==> config.mk <==
export PLATFORM = sky130hd
export DESIGN_NAME = fetch_predict
export DESIGN_NICKNAME = d
export VERILOG_FILES = /design/src/bpu_pkg.sv /design/src/fetch_predict.sv
export SDC_FILE = /design/constraint.sdc
export NUM_CORES = 1
export LEC_CHECK = 0
export ABC_AREA = 1
export BUFFER_PORTS_ARGS = -buffer_cell sky130_fd_sc_hd__clkbuf_2
export CAP_MARGIN = 40
export CORE_ASPECT_RATIO = 0.5
export CORE_MARGIN = 2
export CORE_UTILIZATION = 40
export DETAILED_ROUTE_END_ITERATION = 6
export PLACE_DENSITY_LB_ADDON = 0.08
export SLEW_MARGIN = 15
export SYNTH_ARGS = -nofsm -noshare
export SYNTH_HDL_FRONTEND = slang
export SYNTH_SLANG_ARGS = --single-unit
==> constraint.sdc <==
create_clock -name CPU_CLK -period 4.7 [get_ports CPU_CLK]
set_input_delay 0.47 -clock CPU_CLK [delete_from_list [all_inputs] [get_ports CPU_CLK]]
set_output_delay 0.47 -clock CPU_CLK [all_outputs]
set_load 0.05 [all_outputs]
==> src/bpu_pkg.sv <==
package bpu_pkg;

    // ------------------------------------------------------------------------
    // Widths
    // ------------------------------------------------------------------------

    localparam int XLEN = 32;

    // ------------------------------------------------------------------------
    // Target buffer operations
    // ------------------------------------------------------------------------

    typedef enum logic [1:0] {
        NONE   = 2'd0,
        ADD    = 2'd1,
        UPDATE = 2'd2,
        REMOVE = 2'd3
    } btb_op_t;

    // ------------------------------------------------------------------------
    // Bundles passed between the stages
    // ------------------------------------------------------------------------

    // One prediction in flight through decode and execute
    typedef struct packed {
        logic            valid;
        logic [XLEN-1:0] pc;
        logic            pred_taken;
        logic [XLEN-1:0] pred_target;
    } fetch_slot_t;

    // Outcome of the item in the execute slot
    typedef struct packed {
        logic            valid;
        logic            is_branch;
        logic            taken;
        logic [XLEN-1:0] target;
    } resolve_t;

    typedef struct packed {
        logic            valid;
        logic [XLEN-1:0] target;
    } redirect_t;

    typedef struct packed {
        btb_op_t         op;
        logic [XLEN-1:0] pc;
        logic [XLEN-1:0] target;
    } btb_write_t;

    typedef struct packed {
        logic            valid;
        logic [XLEN-1:0] pc;
        logic            taken;
    } bht_update_t;

endpackage

==> src/fetch_predict.sv <==
module fetch_predict
    import bpu_pkg::*;
(
    input  logic            CPU_CLK,
    input  logic            CPU_RST,
    input  logic [XLEN-1:0] fetch_pc,
    input  logic            fetch_valid,
    input  logic            stall,
    input  logic            flush,
    input  logic            btb_hit,
    input  logic [XLEN-1:0] btb_target,
    input  logic            counter_taken,
    output logic            pred_taken,
    output logic [XLEN-1:0] pred_target,
    output fetch_slot_t     ex_slot
);

    fetch_slot_t fetch_slot;
    fetch_slot_t id_slot;

    // ------------------------------------------------------------------------
    // Prediction for the current fetch address
    // ------------------------------------------------------------------------

    // Taken needs a stored target and a counter in the upper half
    assign pred_taken  = btb_hit & counter_taken;
    assign pred_target = pred_taken ? btb_target : fetch_pc + XLEN'(4);

    always_comb
    begin
        fetch_slot.valid       = fetch_valid;
        fetch_slot.pc          = fetch_pc;
        fetch_slot.pred_taken  = pred_taken;
        fetch_slot.pred_target = pred_target;
    end

    // ------------------------------------------------------------------------
    // Decode and execute slots
    // ------------------------------------------------------------------------

    always_ff @(posedge CPU_CLK or posedge CPU_RST)
    begin
        if (CPU_RST)
        begin
            id_slot <= '0;
            ex_slot <= '0;
        end
        else if (flush)
        begin
            // Flush beats stall, payload is left as it was
            id_slot.valid <= 1'b0;
            ex_slot.valid <= 1'b0;
        end
        else if (!stall)
        begin
            id_slot <= fetch_slot;
            ex_slot <= id_slot;
        end
    end

    // Nothing survives a flush into execute
    assert property (@(posedge CPU_CLK) disable iff (CPU_RST)
        flush |=> !ex_slot.valid);

endmodule

---- After elaboration in Yosys (flattened, before gate mapping) ----
Cells that the tools add are included.
word-level totals
  register bits after elaboration ......... 132
  input port bits ......................... 71
  output and inout port bits .............. 99
  word-level logic and storage cells ...... 19
operators by class
  $add $sub $neg .......................... 1
  equality and inequality tests ........... 1
  muxes and demuxes ....................... 5
  bitwise operators ....................... 3
  reduce and logical (&&, ||, !) cells .... 1
operators with widths
  cell                   count
  $mux 66                2
  $add 32x3->32 const B  1
  $mux 32                1
  $mux 1                 2
  $ne 2x1->1 const B     1
  $not 1->1              2
  $reduce_and 2->1       1
  $and 1x1->1            1

---- Depth between registers and ports, before layout ----
  depth in word-level cells ............... 4
  mapped depth ............................ 10

---- Worst setup path before layout ----
OpenSTA, ideal clock, no wires.
  path type ............................... input-to-output
  start ................................... in fetch_pc[2]
  end ..................................... out pred_target[6]
  arrival time ............................ 2.087 ns
  slack ................................... 2.143 ns
  stages on the path ...................... 4
  buffers on the path ..................... 0
  cells stage by stage .................... ha_1 > nand3_2 > xor2_1 > o21ai_0
between the ends
  word-level cells in the longest chain between the ends .. 2
ends and longest elaborated chain
  what           line                 source
  from (decl)    fetch_predict.sv:6   input logic [XLEN-1:0] fetch_pc,
  $add 32x3->32  fetch_predict.sv:27  assign pred_target = pred_taken ? btb_target : fetch_pc + XLEN'(4);
  $mux 32        fetch_predict.sv:27
  to (decl)      fetch_predict.sv:14  output logic [XLEN-1:0] pred_target,
No other way between the ends.

---- Worst setup path after layout ----
  start ................................... in fetch_pc[2]
  end ..................................... out pred_target[18]
The elaborated chain is that of the path after synthesis.

==> flow_metrics.tcl <==
set metrics [dict create \
    status "completed" \
    grt_max_degree 72 \
    syn_inst 808 \
    drt-total-wl_mm 17.94 \
    worstSetupPathType "in -> out" \
    synth_edf_count 0 \
    async_flop_share 1.000 \
    cp.arrival_ns 2.17 \
    drv_slew 0 \
    ys_types 30 \
    track_usage 0.2236 \
    max_slew_margin 0.5534 \
    multiInputGateArea_sq_mm 0.002620 \
    ioPinCount 170 \
    cp_max_fo 5 \
    dpl.cell_count 1154 \
    utilization 0.5202 \
    clk_pin_slew_ns 0.06 \
    min_period_ns 2.635 \
    register_area_sq_mm 0.003303 \
    via_per_inst 4.813 \
    start_util 0.4082 \
    cts_max_level 4 \
    skew_ns 0.008446 \
    core_sq_mm 0.01533 \
    fmax_mhz 379.4 \
    vias 5713 \
    top_usage_layer "met1" \
    drc_errors 0 \
    synthFlopType "dfrtp_1" \
    setup_tns_ns 0 \
    grt_pass1_wl_mm 28.90 \
    netlist_area_sq_mm 0.006260 \
    power_frac_comb 0.238 \
    p_int_uw 2455 \
    gp_congestion 0.8951 \
    finalSetupViolCount 0 \
    ant_nets 0 \
    worst_ep_required_time_ns 4.23 \
    fin_area_sq_mm 0.007978 \
    clock_latency_ns 0.43 \
    drt-wirelength-per-cell_microns 15.11 \
    yosysWarningCount 0 \
    hold_class "in -> reg" \
    cts_max_path_buffers 2 \
    p_sw_frac 0.3512 \
    p_per_area_mw_per_mm2 474.4 \
    layout.nets 1042 \
    fin_cells 1187 \
    clock_sinks 132 \
    clkPwrFrac 0.393 \
    hold_viol 0 \
    place_area_sq_mm 0.007312 \
    cts_root_buf "clkbuf_16" \
    antenna_found_initial 0 \
    finalCritPeriodShare 0.5607 \
    grt_overflow 0 \
    use_met1 0.3423 \
    max_cap_violations 0 \
    post_cts_buffers 0 \
    cp-end-kind "output pin" \
    drive_gt1_frac 0.2503 \
    p_seq_frac 0.368 \
    fillCellCount 1550 \
    rows 32 \
    portBuffers 169 \
    irDropWorstVdd_mv 0.2519 \
    syn_to_final_growth_pct 27.44 \
    ys_seq_elements 132 \
    leakagePower_uw 0.004254 \
    firstDrtPassIters 5 \
    worstMarginPinSlew_ns 0.6700 \
    cts_made_buffers 17 \
    cts_resized 0 \
    die-area_sq_mm 0.01673 \
    globalRouteMet2Util 0.3089 \
    synth_area_per_cell_sq_um 7.747 \
    cts_tree "built" \
    synth-seq-area-share 0.5277 \
    antennaDiodeCount 0 \
    drt-initial-drc-count 437 \
    met3_usage 0.06213 \
    critPathLaunchType "primary input" \
    switchingPower_uw 1329 \
    grt_pass1_vias 5348 \
    rsz0062_at_grt "false" \
    die_w_microns 180.9 \
    synthesis.nets 880 \
    die_h_microns 92.46 \
    ctsHoldBuffers 1 \
    dp_hpwl_mm 13.19 \
]
## cell families (layout without fill, tap and decap cells)
family	after synthesis	after routing	synth area share
simple gates	503	503	0.3388
flops	132	132	0.5277
buf+inv	86	261	0.05537
compound gates	82	82	0.07056
xor+xnor	4	4	0.005598
fa+ha+maj	1	1	0.001998
## final timing paths
check,start,cells past startpoint,slack [ns],to
min,fetch_valid,3,0.25,id_slot[65]$_DFFE_PP0P_
max reg2reg,id_slot[12]$_DFFE_PP0P_,3,3.90,id_slot[12]$_DFFE_PP0P_
max in group asynchronous,CPU_RST,4,3.33,id_slot[13]$_DFFE_PP0P_
min in group asynchronous,CPU_RST,3,0.54,ex_slot[31]$_DFFE_PP0P_
max,fetch_pc[2],9,2.06,pred_target[18]
min reg2reg,id_slot[46]$_DFFE_PP0P_,2,0.46,ex_slot[46]$_DFFE_PP0P_
## final cells by class
type	count	area share
clock inverter	15	0.02886
timing repair buffer	177	0.1179
inverter	52	0.02541
multi-input combinational	590	0.3284
tap	204	0.03200
clock buffer	17	0.05332
sequential	132	0.4141
## layer usage
layer	routed length [microns]	vias to the layer above	part of all wire
met5	0	-	0
met4	134	0	0.0075
met3	1247	14	0.070
met2	7200	178	0.40
met1	9355	2667	0.52
li1	-	2854	-
## power groups by stage
stage	sequential [uW]	clock [uW]	combinational (uW)
5_1_grt	1410	1570	976
4_1_cts	1390	1510	911
3_5_place_dp	1410	0	908
3_3_place_gp	1410	0	898
6_report	1390	1490	902
2_1_floorplan	1730	0	333
## cells in the final DEF, fill, tap and decap left out, drive strengths merged, types with 2 or more instances in the layout
cell type / count
o21ai: 71
o211ai: 3
and2: 15
nand4: 2
inv: 54
clkinv: 8
o21a: 3
a31oi: 3
clkbuf: 186
nand2: 363
nor2: 52
bufinv: 5
dfrtp: 132
or2: 15
xor2: 3
buf: 7
nand3: 56
## flip-flops by register name (all words and copies together), names as in the netlist
name	cells
ex_slot	66
id_slot	66
## synthesized netlist by cell type (2+ instances only)
library cell / instances / area, sq um
nor2_2: 2 / 12.51
xor2_1: 3 / 26.28
nand3_1: 55 / 275.3
nor2_4: 7 / 78.83
or2_2: 15 / 93.84
a31oi_1: 3 / 18.77
inv_2: 2 / 7.510
nand2_1: 357 / 1340
buf_2: 8 / 40.04
o21a_1: 3 / 22.52
nand2_2: 5 / 31.28
buf_1: 6 / 22.52
clkbuf_1: 18 / 67.56
o211ai_1: 3 / 22.52
inv_1: 50 / 187.7
o21ai_2: 2 / 17.52
o21ai_0: 66 / 330.3
nor2_1: 43 / 161.4
and2_1: 15 / 93.84
o21ai_1: 3 / 15.01
dfrtp_1: 132 / 3303
nand4_1: 2 / 12.51
## worst max-delay path, stage by stage
cell	delay [ns]
clkbuf_2	0.13
ha_1	0.23
nand2_2	0.10
nor2_4	0.17
nand2_4	0.10
o21ai_0	0.32
nand3_1	0.22
and2_1	0.19
clkbuf_2	0.23
## per-stage QoR
step	setup slack, ns	power (uW)	hold WS [ns]
finish	2.065	3784	0.2537
floorplan	0.7040	2062	0.4425
CTS	2.102	3813	0.2434
detailed placement	2.107	2320	0.4423
global placement	2.068	2308	0.4547
global route	1.951	3958	0.2626
(Power assumes the default switching activity.)
