<file path="src/bpu_pkg.sv">
package bpu_pkg;

    // ------------------------------------------------------------------------
    // Widths
    // ------------------------------------------------------------------------

    localparam int XLEN = 32;

    // ------------------------------------------------------------------------
    // Target buffer operations
    // ------------------------------------------------------------------------

    typedef enum logic [1:0] {
        NONE   = 2'd0,
        ADD    = 2'd1,
        UPDATE = 2'd2,
        REMOVE = 2'd3
    } btb_op_t;

    // ------------------------------------------------------------------------
    // Bundles passed between the stages
    // ------------------------------------------------------------------------

    // One prediction in flight through decode and execute
    typedef struct packed {
        logic            valid;
        logic [XLEN-1:0] pc;
        logic            pred_taken;
        logic [XLEN-1:0] pred_target;
    } fetch_slot_t;

    // Outcome of the item in the execute slot
    typedef struct packed {
        logic            valid;
        logic            is_branch;
        logic            taken;
        logic [XLEN-1:0] target;
    } resolve_t;

    typedef struct packed {
        logic            valid;
        logic [XLEN-1:0] target;
    } redirect_t;

    typedef struct packed {
        btb_op_t         op;
        logic [XLEN-1:0] pc;
        logic [XLEN-1:0] target;
    } btb_write_t;

    typedef struct packed {
        logic            valid;
        logic [XLEN-1:0] pc;
        logic            taken;
    } bht_update_t;

endpackage

</file>
<file path="src/branch_resolve.sv">
module branch_resolve
    import bpu_pkg::*;
(
    input  logic        CPU_CLK,
    input  logic        CPU_RST,
    input  fetch_slot_t ex_slot,
    input  resolve_t    resolve,
    input  logic        stall,
    output btb_write_t  btb_wr,
    output bht_update_t bht_upd,
    output redirect_t   redirect,
    output logic [31:0] br_count,
    output logic [31:0] mispredict_count
);

    logic            br_taken;
    logic            mispredict;
    logic [XLEN-1:0] fix_target;

    // ------------------------------------------------------------------------
    // Compare outcome with the carried prediction
    // ------------------------------------------------------------------------

    assign br_taken = resolve.is_branch & resolve.taken;

    // Taken needs the right target, anything else must not have been predicted
    always_comb
    begin
        if (!resolve.valid)
            mispredict = 1'b0;
        else if (br_taken)
            mispredict = !ex_slot.pred_taken || (ex_slot.pred_target != resolve.target);
        else
            mispredict = ex_slot.pred_taken;
    end

    assign fix_target = br_taken ? resolve.target : ex_slot.pc + XLEN'(4);

    // ------------------------------------------------------------------------
    // Table updates
    // ------------------------------------------------------------------------

    always_comb
    begin
        btb_wr.pc     = ex_slot.pc;
        btb_wr.target = resolve.target;
        if (!resolve.valid)
            btb_wr.op = NONE;
        else if (br_taken && !ex_slot.pred_taken)
            btb_wr.op = ADD;
        else if (br_taken && (ex_slot.pred_target != resolve.target))
            btb_wr.op = UPDATE;
        else if (!resolve.is_branch && ex_slot.pred_taken)
            btb_wr.op = REMOVE;
        else
            btb_wr.op = NONE;
    end

    assign bht_upd.valid = resolve.valid & resolve.is_branch;
    assign bht_upd.pc    = ex_slot.pc;
    assign bht_upd.taken = resolve.taken;

    // ------------------------------------------------------------------------
    // Registered redirect and statistics
    // ------------------------------------------------------------------------

    always_ff @(posedge CPU_CLK or posedge CPU_RST)
    begin
        if (CPU_RST)
        begin
            redirect         <= '0;
            br_count         <= '0;
            mispredict_count <= '0;
        end
        else
        begin
            redirect.valid  <= mispredict;
            redirect.target <= fix_target;
            if (bht_upd.valid)
                br_count <= br_count + 32'd1;
            if (mispredict)
                mispredict_count <= mispredict_count + 32'd1;
        end
    end

    // Outcome must belong to a live item that is leaving execute
    assert property (@(posedge CPU_CLK) disable iff (CPU_RST)
        resolve.valid |-> (ex_slot.valid && !stall));

endmodule

</file>
<file path="config.mk">
export PLATFORM = sky130hd
export DESIGN_NAME = branch_resolve
export DESIGN_NICKNAME = d
export VERILOG_FILES = /design/src/bpu_pkg.sv /design/src/branch_resolve.sv
export SDC_FILE = /design/constraint.sdc
export NUM_CORES = 1
export LEC_CHECK = 0
export BUFFER_PORTS_ARGS = -buffer_cell sky130_fd_sc_hd__buf_2
export CORE_AREA = 2 2 116 118
export DETAILED_ROUTE_END_ITERATION = 16
export DIE_AREA = 0 0 118 120
export GPL_ROUTABILITY_DRIVEN = 0
export PLACE_DENSITY = 0.78
export SYNTH_ARGS = -nofsm -noshare
export SYNTH_HDL_FRONTEND = slang
export SYNTH_SLANG_ARGS = --single-unit
</file>
<file path="constraint.sdc">
create_clock -name CPU_CLK -period 4.1 [get_ports CPU_CLK]
set_input_delay 1.23 -clock CPU_CLK [delete_from_list [all_inputs] [get_ports CPU_CLK]]
set_output_delay 1.23 -clock CPU_CLK [all_outputs]
set_load 0.1 [all_outputs]
</file>
==> Word level (Yosys, flattened, before mapping) <==
Index checks and enable logic that the tools add are counted.
{ "word_totals": {"register_bits": 97, "input_bits": 104, "output_inout_bits": 197, "elab_cells": 23} }
{ "classes": {"addsub": 3, "n_eq_ne": 1, "muxes": 7, "n_bitwise": 2, "reduce_logical": 6} }
{ "op_table": {"columns": ["cell", "count"], "rows": [
  ["$add A32 B1 Y32 const B", 2],
  ["$add A32 B3 Y32 const B", 1],
  ["$mux W32", 1],
  ["$ne A32 B32 Y1", 1],
  ["$mux W2", 4],
  ["$logic_and A1 B1 Y1", 3],
  ["$and A1 B1 Y1", 2],
  ["$logic_not A1 Y1", 2],
  ["$mux W1", 2],
  ["$logic_or A1 B1 Y1", 1]
]} }

==> Longest topological paths before layout <==
{ "depth": {"depth_word": 6, "depth_mapped": 9, "ltp_nobuf": 7} }

==> Worst setup path after synthesis <==
Ideal clock, no wire load.
{ "synth_path": {"path_kind": "input -> output", "start": "in ex_slot[19] in the netlist's numbering", "end": "out btb_wr[65] in the netlist's numbering", "t_arrival_ns": 3.074, "required_time_ns": 2.870, "path_slack_ns": -0.204, "stages": 6, "n_path_buf": 0, "path_cell_list": "xnor2_1 -> nand4_1 -> nor4_1 -> nand2_1 -> nand2_1 -> a21oi_1"} }
{ "synth_lines": {"columns": ["item", "line", "rtl"], "rows": [
  ["start, declared", "branch_resolve.sv:6", "input fetch_slot_t ex_slot,"],
  ["end, declared", "branch_resolve.sv:9", "output btb_write_t btb_wr,"]
]} }

==> flow_summary.yaml <==
power_and_ir_drop:
  power.density_nw_per_um2: 484
  p_leak_nw: 3.55
  seq_power_share_pct: 32.7
  pwr-share-comb_pct: 43.3
  p_int_mw: 1.74
  ir_drop_v: 0.000246
  netSwitchingFraction_pct: 49.3
  power.switching_mw: 1.69
  clkPwrFrac_pct: 24.0
global_route:
  grt_pass1_wl_mm: 25.5
  grt_max_degree: 60
  grtUsageTotal_pct: 22.9
  grt_antenna_before_repair: 2
  grt_pass1_vias: 4779
  grt-ovfl-total: 0
floorplanning:
  die_w_microns: 118
  core_area_sq_um: 13000
  die_area_sq_um: 14200
  rows: 42
  chipHeight_microns: 120
  start_util_pct: 44.6
  pin_count: 301
timing:
  finalSetupViolCount: 0
  finalCritPeriodShare_pct: 96.1
  finClkSkew_ps: 4.78
  period_needed_ps: 3940
  fmax_mhz: 254
  tns_ps: 0
  rsz0062_at_grt: "false"
  slew_viol_final: 0
  finalHoldViolations: 0
  relSlewSlack_pct: 42.1
  worst_pin_slew_ps: 861
logic_synthesis:
  synth-simple-area-share_pct: 21.5
  ys_ff_latch: 97
  synth_adder_area_share_pct: 0.648
  yosysWarnings: 0
  synth_top_family_by_area: "simple AND/OR/NAND/NOR gates"
  synthDistinctLibCells: 40
  synth-seq-area-share_pct: 41.9
  syn_nets: 712
  netlist_area_sq_um: 5790
  netlist_instances: 605
  synthMuxAreaShare_pct: 0.367
  synth.avg_cell_area_sq_um: 9.57
  synth_xor_area_share_pct: 18.4
  synth_compound_area_share_pct: 2.85
routing:
  wl_per_cell_microns: 16.3
  drtPass1Iterations: 5
  vias: 4950
  remaining_drc_errors: 0
  routed_via_density: 5.00
  drt-total-wl_mm: 16.1
  ant_nets: 0
  drt_iter0_drc: 270
setup_path:
  cp.arrival_ps: 2710
  cp-end-kind: "primary output"
  cp_max_fo: 3
  crit_path_top_delay_cell: "nor4_2"
  cp-start-kind: "input pin"
  crit_chain: "buf_2 -> xnor2_1 -> nand4_1 -> nor4_2 -> buf_4 -> nand2_1 -> nand2_1 -> a21oi_2 -> clkbuf_4"
  cp.required_ps: 2870
  crit_type: "in -> out"
  path_common_cell: "nand2_1"
  cpPeakStageDelay_ps: 300
clocking:
  root_buffer: "clkbuf_16"
  cts_setup_buffers: 0
  clk-insertion-delay-late_ps: 340
  clockBufferDepth: 2
  htree_levels: 3
  cts_hold_buf: 0
  cts.clk_slew.worst_paths_ps: 60
  cts_sinks: 97
  numCtsBuffers: 9
  cts_tree: "yes"
placed_design:
  port_buffers: 298
  dp_cells: 974
  dp_hpwl_mm: 12.9
cells_and_area:
  final_common_cell: "buf_2"
  mostFrequentLayoutCells: "297 x buf_2, 97 x dfrtp_1, 96 x xnor2_1"
  instances_no_fill: 990
  regArea_sq_um: 2430
  multiInputGateArea_sq_um: 2560
  num-fill-cells: 1201
  drive_gt1_share_pct: 42.2
  area_growth_pct: 22.6
  finalNetCount: 916
job:
  max-cap-violations: 0
run_status:
  outcome: "finished clean"
worst_hold_path:
  worstHoldPathType: "reg -> reg"
-- Yosys cell counts --
cell | n | area (sq um)
clkbuf_1 | 11 | 41.3
nand2_1 | 67 | 251
nand3_4 | 1 | 17.5
and4bb_2 | 2 | 25.0
nand3b_1 | 1 | 7.51
or3_1 | 1 | 6.26
dfrtp_1 | 97 | 2430
xnor2_1 | 98 | 858
nor3_1 | 10 | 50.1
and2_1 | 6 | 37.5
a21oi_1 | 4 | 20.0
nand4_1 | 34 | 213
nor2b_1 | 1 | 6.26
or2_2 | 2 | 12.5
nor3b_1 | 2 | 15.0
ha_1 | 3 | 37.5
o21ai_0 | 26 | 130
nor4_1 | 7 | 43.8
nor2_1 | 28 | 105
mux2_2 | 1 | 11.3
and4_1 | 4 | 35.0
nand2b_1 | 2 | 12.5
nand3_1 | 33 | 165
xor2_1 | 24 | 210
nand4b_1 | 1 | 8.76
mux2i_1 | 1 | 10.0
inv_1 | 11 | 41.3
nor4_4 | 1 | 21.3
nor4b_4 | 2 | 47.6
a311oi_1 | 1 | 8.76
nand3_2 | 1 | 10.0
buf_1 | 1 | 3.75
a31oi_1 | 1 | 6.26
or4_4 | 1 | 11.3
and3_2 | 4 | 30.0
and3_1 | 12 | 75.1
nand4_2 | 1 | 12.5
buf_2 | 3 | 15.0
buf_4 | 97 | 728
and4_4 | 2 | 22.5
-- worst max-delay path: cells and delay by family --
kind | cells | cell delay, ps
simple gates | 4 | 590
buf+inv | 3 | 560
xor+xnor | 1 | 280
compound gates | 1 | 50
-- metrics by stage --
step | util, % | hold WS, ps | worst slack [ps] | power, mW | instance area, sq um
after detailed placement | 52.3 | 459 | 92.3 | 2.63 | 6790
after CTS | 54.5 | 473 | 73.4 | 3.46 | 7070
after floorplan | - | 1040 | 336 | 2.39 | 5800
after global routing | 54.7 | 479 | 5.96 | 3.57 | 7100
final | 54.7 | 467 | 159 | 3.44 | 7100
after global placement | 52.3 | 459 | 116 | 2.62 | 6790
-- per-layer routing --
metal / vias to the layer above / wire, microns / part of all wire [%] / global-route usage (%)
li1: 2345 / - / - / -
met1: 2350 / 6170 / 38 / 27.4
met2: 219 / 8270 / 51 / 40.0
met3: 36 / 1180 / 7.3 / 5.23
met4: 0 / 515 / 3.2 / 9.49
met5: - / 0 / 0 / 0
-- area by class of cell --
| class | count | area share [%] |
|---|---|---|
| Clock inverter | 5 | 0.811 |
| Inverter | 11 | 0.617 |
| Tap cell | 176 | 3.10 |
| Antenna cell | 2 | 0.0705 |
| Clock buffer | 9 | 3.17 |
| Multi-Input combinational cell | 385 | 36.1 |
| Sequential cell | 97 | 34.2 |
| Timing Repair Buffer | 305 | 22.0 |
-- cell families after synthesis --
group	after synthesis
XOR/XNOR	122
buffers and inverters	123
AND/OR/NAND/NOR	226
flip-flops	97
multiplexers	2
adder cells (fa/ha/maj)	3
AO/OA/AOI/OAI	32
-- worst paths after layout --
path | startpoint | to | slack [ps] | depth (start not counted)
max | resolve[8] | btb_wr[65] | 160 | 9
min | br_count[31]$_DFFE_PP0P_ | br_count[31]$_DFFE_PP0P_ | 470 | 1
max reg2reg | mispredict_count[3]$_DFFE_PP0P_ | mispredict_count[23]$_DFFE_PP0P_ | 1840 | 6
min reg2reg | br_count[31]$_DFFE_PP0P_ | br_count[31]$_DFFE_PP0P_ | 470 | 1
max in group asynchronous | CPU_RST | redirect[20]$_DFF_PP0_ | 2460 | 3
min in group asynchronous | CPU_RST | br_count[5]$_DFFE_PP0P_ | 970 | 2
-- flip-flops by register name, summed over array words and instances (netlist names) --
register          cells
br_count             32
mispredict_count     32
redirect             33
-- timing repair --
action,in CTS,in global routing
resized for setup,0,4
endpoints found under the setup margin,0,1
endpoints found under the hold margin,0,0
-- power by group through the flow --
stage | logic [mW] | registers (mW) | clock network, mW
floorplan | 0.648 | 1.75 | 0
global placement | 1.48 | 1.14 | 0
detailed placement | 1.49 | 1.14 | 0
CTS | 1.49 | 1.12 | 0.841
global route | 1.54 | 1.14 | 0.889
finish | 1.49 | 1.12 | 0.824
(Power assumes the default switching activity.)
