### config.mk
export PLATFORM = sky130hd
export DESIGN_NAME = branch_target_buffer
export DESIGN_NICKNAME = d
export VERILOG_FILES = /design/src/bpu_pkg.sv /design/src/branch_target_buffer.sv
export SDC_FILE = /design/constraint.sdc
export NUM_CORES = 2
export LEC_CHECK = 0
export BUFFER_PORTS_ARGS = -buffer_cell sky130_fd_sc_hd__buf_2
export CORE_AREA = 2 2 687 689
export DETAILED_ROUTE_END_ITERATION = 16
export DIE_AREA = 0 0 689 691
export GPL_TIMING_DRIVEN = 0
export PLACE_DENSITY = 0.55
export REMOVE_ABC_BUFFERS = 1
export SYNTH_ARGS = -nofsm -noshare
export SYNTH_HDL_FRONTEND = slang
export SYNTH_SLANG_ARGS = --single-unit
### constraint.sdc
create_clock -name CPU_CLK -period 5.1 [get_ports CPU_CLK]
set_input_delay 1.02 -clock CPU_CLK [delete_from_list [all_inputs] [get_ports CPU_CLK]]
set_output_delay 1.02 -clock CPU_CLK [all_outputs]
set_load 0.03 [all_outputs]
### src/bpu_pkg.sv
package bpu_pkg;

    // ------------------------------------------------------------------------
    // Widths
    // ------------------------------------------------------------------------

    localparam int XLEN = 32;

    // ------------------------------------------------------------------------
    // Target buffer operations
    // ------------------------------------------------------------------------

    typedef enum logic [1:0] {
        NONE   = 2'd0,
        ADD    = 2'd1,
        UPDATE = 2'd2,
        REMOVE = 2'd3
    } btb_op_t;

    // ------------------------------------------------------------------------
    // Bundles passed between the stages
    // ------------------------------------------------------------------------

    // One prediction in flight through decode and execute
    typedef struct packed {
        logic            valid;
        logic [XLEN-1:0] pc;
        logic            pred_taken;
        logic [XLEN-1:0] pred_target;
    } fetch_slot_t;

    // Outcome of the item in the execute slot
    typedef struct packed {
        logic            valid;
        logic            is_branch;
        logic            taken;
        logic [XLEN-1:0] target;
    } resolve_t;

    typedef struct packed {
        logic            valid;
        logic [XLEN-1:0] target;
    } redirect_t;

    typedef struct packed {
        btb_op_t         op;
        logic [XLEN-1:0] pc;
        logic [XLEN-1:0] target;
    } btb_write_t;

    typedef struct packed {
        logic            valid;
        logic [XLEN-1:0] pc;
        logic            taken;
    } bht_update_t;

endpackage

### src/branch_target_buffer.sv
module branch_target_buffer
    import bpu_pkg::*;
#(
    parameter int BTB_INDEX_BITS = 6
)
(
    input  logic            CPU_CLK,
    input  logic            CPU_RST,
    input  logic [XLEN-1:0] lookup_pc,
    input  btb_write_t      btb_wr,
    output logic            hit,
    output logic [XLEN-1:0] target
);

    localparam int ENTRIES  = 2 ** BTB_INDEX_BITS;
    localparam int TAG_BITS = XLEN - BTB_INDEX_BITS - 2;

    logic [ENTRIES-1:0]  valid_q;
    logic [TAG_BITS-1:0] tag_q    [ENTRIES];
    logic [XLEN-1:0]     target_q [ENTRIES];

    logic [BTB_INDEX_BITS-1:0] lookup_idx;
    logic [TAG_BITS-1:0]       lookup_tag;
    logic [BTB_INDEX_BITS-1:0] wr_idx;
    logic [TAG_BITS-1:0]       wr_tag;
    logic                      wr_fill;

    // Byte offset bits of a word aligned pc are skipped
    assign lookup_idx = lookup_pc[BTB_INDEX_BITS+1:2];
    assign lookup_tag = lookup_pc[XLEN-1:BTB_INDEX_BITS+2];
    assign wr_idx     = btb_wr.pc[BTB_INDEX_BITS+1:2];
    assign wr_tag     = btb_wr.pc[XLEN-1:BTB_INDEX_BITS+2];

    assign wr_fill = (btb_wr.op == ADD) || (btb_wr.op == UPDATE);

    // ------------------------------------------------------------------------
    // Lookup
    // ------------------------------------------------------------------------

    assign hit    = valid_q[lookup_idx] && (tag_q[lookup_idx] == lookup_tag);
    assign target = target_q[lookup_idx];

    // ------------------------------------------------------------------------
    // Table writes
    // ------------------------------------------------------------------------

    always_ff @(posedge CPU_CLK or posedge CPU_RST)
    begin
        if (CPU_RST)
        begin
            valid_q <= '0;
        end
        else if (wr_fill)
        begin
            valid_q[wr_idx] <= 1'b1;
        end
        else if (btb_wr.op == REMOVE)
        begin
            valid_q[wr_idx] <= 1'b0;
        end
    end

    // Entry contents, qualified by valid_q
    always_ff @(posedge CPU_CLK)
    begin
        if (wr_fill)
        begin
            tag_q[wr_idx]    <= wr_tag;
            target_q[wr_idx] <= btb_wr.target;
        end
    end

    // Resolution only removes an entry that is really there
    assert property (@(posedge CPU_CLK) disable iff (CPU_RST)
        (btb_wr.op == REMOVE) |-> (valid_q[wr_idx] && (tag_q[wr_idx] == wr_tag)));

endmodule

# ---- After elaboration in Yosys (flattened, before gate mapping)
# Memory sizes are Yosys's and may differ from the RTL's.
# Index checks and enable logic that the tools add are counted.
dict set report op_classes {
  reduce_logical 4
  n_eq_ne 4
  bitwise 3
  order_cmp 3
  mux 8
}
# cell n
set ops {}
lappend ops {{two-way mux 64 bit} 2}
lappend ops {{AND 64 bit} 1}
lappend ops {{inverter 64 bit} 1}
lappend ops {{OR 64 bit} 1}
lappend ops {{equality test 24 bit} 1}
lappend ops {{< comparator 6 x 7 -> 1 bit, second input constant} 2}
lappend ops {{binary-select mux 1 bit (select 6 bit)} 1}
lappend ops {{demux 1 bit (select 6 bit)} 1}
lappend ops {{greater-or-equal comparator 6 x 1 -> 1 bit, second input constant} 1}
lappend ops {{equality test 2 bit, second input constant} 2}
lappend ops {{two-way mux 1 bit} 4}
lappend ops {{equality test 2 x 1 -> 1 bit, second input constant} 1}
lappend ops {{logical AND 1 bit} 2}
lappend ops {{nonzero test 2 bit} 1}
lappend ops {{logical OR 1 bit} 1}
dict set report totals {
  out_inout_bits 33
  ram_bits 3584
  reg_bits 64
  inputBits 100
  mem_count 2
  wordCells 25
}
# memory words width read_ports rd_ports_with_merged_regs wr line_no
set mem_list {}
lappend mem_list {target_q 64 32 1 0 1 branch_target_buffer.sv:20} ;# logic [XLEN-1:0] target_q [ENTRIES];
lappend mem_list {tag_q 64 24 1 0 1 branch_target_buffer.sv:19} ;# logic [TAG_BITS-1:0] tag_q [ENTRIES];

# ---- Longest topological paths before layout
dict set report logic_depth {
  word_depth 8
  mapped_depth 15
  depth_no_buf 9
}

# ---- Worst setup path before layout
# Ideal clock, no wire load.
dict set report synth_timing {
  kind {input-to-output}
  startpoint {input port lookup_pc[3]}
  endpoint {output port hit}
  slack_ns 0.073
  t_required_ns 4.080
  arrival_time_ns 4.007
  cell_stages 13
  cell_sequence {buf_4 -> buf_4 -> buf_2 -> buf_2 -> buf_2 -> buf_1 -> mux4_2 -> a22oi_1 -> a21oi_1 -> nor3_1 -> xor2_1 -> nand2_1 -> nor4_2}
}
dict set report synth_between {
  elab_chain_len 3
  word_cells_on_any_way 5
}
# item line_no
set synth_rtl {}
lappend synth_rtl {{start: declaration} branch_target_buffer.sv:9} ;# input logic [XLEN-1:0] lookup_pc,
lappend synth_rtl {{memory (64 x 24 bit) or binary-select mux 1 bit (select 6 bit) (tied branches)} n/a}
lappend synth_rtl {{equality test 24 bit or two-way mux 1 bit (tied branches)} branch_target_buffer.sv:40} ;# assign hit = valid_q[lookup_idx] && (tag_q[lookup_idx] == lookup_tag);
lappend synth_rtl {{logical AND 1 bit *} branch_target_buffer.sv:40}
lappend synth_rtl {{end: declaration} branch_target_buffer.sv:11} ;# output logic hit,
# Mark *: on every way between the ends. The rest lies on a longest branch, timed or not. The select of a mux whose other input is x is not followed.

# ---- Final worst setup path
dict set report layout_timing {
  startpoint {input port lookup_pc[2]}
  endpoint {output port hit}
}
# The elaborated chain is that of the path after synthesis.

==> summary.txt <==
Yosys
  • Synth Cell Area: 140000 µm²
  • Syn avg cell area: ~23 µm²
  • Ys Warns: 0
  • Largest area contributor in the synthesized netlist: edfxtp_1
  • Post-synth EDFFs: 3584
  • Post-synthesis register bit count: 3648
  • Post-synth cell types: 66
  • Count leader, synth: edfxtp_1
  • Post-synth ARST share: 0.0175
  • Top cells by count, synth: edfxtp_1, mux4_2, nand2_1
  • Synth top area share: 0.768
  • Leading post-synthesis cells by cell area: edfxtp_1, mux4_2, dfrtp_1, mux2i_1, mux2_2
  • Top FF cell, synth: edfxtp_1
  • Seq/Total Area, Yosys: 0.779
  • Synthesized instance count: 5982

Global route
  • Total GRT Usage: 0.177
  • Initial antenna violation count: 49
  • Global-route wire length before repair: slightly below 600000 µm
  • Overflow after GRT: 0
  • Largest net degree at the start of global routing: 66
  • Vias in the first global route: between 60k and 70k

Pwr
  • Logic pwr share: 0.059
  • Leakage power: 52.5 nW
  • Power per cell area: 379 nW/µm²
  • Int Pwr: 50.4 mW
  • Flop pwr share: 0.521
  • Worst VDD drop: 296 µV
  • Switching Fraction: 0.212
  • Power, Total: around 64 mW
  • Switch Pwr: around 14 mW
  • Clk pwr share: 0.420

Worst setup path
  • Critical Path Fanout Max: 15
  • Reg-to-reg slack, setup: between 4 and 5 ns
  • CP Cell Sequence: buf_16 -> buf_12 -> buf_6 -> bufbuf_16 -> mux4_2 -> o22ai_1 -> nor4_1 -> nor4_4 -> xor2_1 -> nand2_1 -> or4_4 -> nor4_4 -> buf_6
  • Max incr delay on CP: slightly below 0.6 ns
  • Crit path kind: primary input to output pin
  • Reg2reg path depth: 1
  • Startpoint class of the critical path: primary input
  • Crit. End Element: output pin
  • CP max-delay cell: or4_4
  • CP arrival: 4.97 ns
  • CP Data Required Time: 4.08 ns

Placed design
  • Placed insts: 12.3k
  • RePlAce Congestion: 0.709
  • DP HPWL: 256000 µm
  • # port buffers: 128

Timing
  • Slew HR: 0.184
  • Final setup violation count: 2
  • RSZ-0062 raised after global routing: yes
  • Fin crit share: 1.17
  • Setup TNS: -0.898 ns
  • Worst slew pin tran: ~1.2 ns
  • Final worst slack: -0.887 ns
  • Fin. max-slew vios: 0
  • Endpoints failing hold: 0
  • Fmax: around 170 MHz
  • Worst Skew: 0 ns
  • Tmin final: 5.99 ns

Clock network
  • Clock latency on the worst-skew pair: ~0.85 ns
  • Hold-fix buffers, CTS: 0
  • Clock Sinks: approximately 3.6k
  • Bufs on Longest Clock Path: 4
  • Worst-path clk slew: about 0.07 ns
  • Clk Tree Root Cell: clkbuf_16
  • CTS buffer count: 358
  • CTS H-tree lvls: 5
  • CTS tree: done

Finish
  • Nets: 6644
  • Layout area overhead: 20.4%
  • Final Non-Filler Cells: 13.1k
  • Share of post-route cells with drive strength above 1: 0.333

Floorplan
  • Initial Util: 0.299
  • Core area: 469000 µm²
  • DIE AREA: 476000 µm²
  • Rows: between 200 and 300
  • Die Y: roughly 690 µm
  • I/O pins: roughly 130
  • Die X: 689 µm

Status
  • Failing checks: setup timing
  • Outcome: finished with violations

Routing
  • Average wire per standard cell: 33.2 µm
  • DRT iter0 DRCs: 8936
  • Post-Route WL: 434000 µm
  • ANT nets after route: 0
  • Vias/cell: ~5.3
  • Routed vias: between 60k and 70k
  • TritonRoute pass-1 iters: 6
  • DRC violations left: 0

Run
  • Max Cap Violations: 0

Worst hold path
  • HP Class: primary input to asynchronous set/reset pin
-- cell type report --
class / instances / area (µm²)
antenna: 11 / 27.5
clock buffer: 438 / 9510
clock inverter: 209 / 2230
fill: 42200 / 300000
inverter: 11 / 85.1
multi-input combinational: 2001 / 30300
sequential: 3648 / 109000
tap: 6223 / 7790
timing repair buffer: 523 / 9590
-- metrics by stage --
stage               hold WS, ns  utilization  setup WS, ns  area [µm²]
floorplan                 0.474            -         -2.10      139000
global placement          0.481        0.313        -41.96      147000
detailed placement        0.489        0.328         -5.07      154000
CTS                       0.116        0.359        -0.913      169000
global route              0.168        0.360        -0.886      169000
finish                    0.159        0.360        -0.887      169000
-- power groups by stage --
stage,combinational (mW),clock (mW),sequential (mW)
after CTS,3.81,27.2,33.4
final,3.79,26.8,33.4
after global routing,3.97,28.4,33.4
after global placement,4.96,0,34.0
after detailed placement,3.37,0,34.0
after floorplan,1.57,0,34.0
-- flip-flops by register name, indices dropped and copies added (netlist names), named ones only --
register,cells
target_q,2048
tag_q,1536
-- worst max path at each step --
| stage | cells after the start | slack, ns | start | to |
|---|---|---|---|---|
| floorplan | 9 | -2.10 | lookup_pc[5] | hit |
| global placement | 10 | -41.96 | lookup_pc[2] | hit |
| detailed placement | 16 | -5.07 | lookup_pc[2] | hit |
| CTS | 16 | -0.91 | lookup_pc[2] | hit |
| global route | 16 | -0.89 | lookup_pc[2] | hit |
| finish | 13 | -0.89 | lookup_pc[2] | hit |
-- metal layers --
| metal | share of wire | up-vias | GRT usage |
|---|---|---|---|
| met4 | 0.035 | 30 | 0.0571 |
| met5 | 0.00043 | - | 0 |
| met3 | 0.074 | 763 | 0.0271 |
| met2 | 0.50 | 3361 | 0.302 |
| met1 | 0.39 | 38400 | 0.232 |
| li1 | - | 26800 | - |
-- critical path: cells and delay by family --
kind / cells / cell delay (ns)
xor+xnor: 1 / 0.19
mux: 1 / 0.51
buf+inv: 5 / 1.09
simple gates: 5 / 1.84
compound gates: 1 / 0.24
-- repair_timing --
action / CTS / global route
endpoints found under the setup margin: 33 / 15
setup buffers: 37 / 0
gates resized for setup: 115 / 28
pin swaps: 22 / 13
gates cloned: 66 / 4
-- placed cells by master (no fill, tap or decap), types with 39 or more instances in the layout --
cell,count
buf_2,120
clkinv_1,78
clkbuf_16,374
buf_16,94
nor2_4,67
bufbuf_16,47
nand2_1,170
mux2_2,95
bufinv_16,46
dfrtp_1,64
clkbuf_1,68
o22ai_1,39
buf_12,223
mux2i_1,142
mux4_2,993
clkinv_2,55
a21oi_1,47
edfxtp_1,3584
nor2_1,51
-- kinds of logic (layout without fill, tap and decap cells) --
| logic type | count (synthesis) | after routing | share of synthesized area |
|---|---|---|---|
| DFF | 3648 | 3648 | 0.779 |
| muxes | 1237 | 1237 | 0.178 |
| and+or+nand+nor | 444 | 445 | 0.0145 |
| buffers and inverters | 334 | 1181 | 0.0121 |
| AOI/OAI and AO/OA | 293 | 293 | 0.0145 |
| xor gates and xnor gates | 25 | 25 | 0.00156 |
| adders and majority gates | 1 | 1 | 0.0000892 |
| other | 0 | 11 | 0 |
Note: power is estimated with default switching activity, not from simulation.
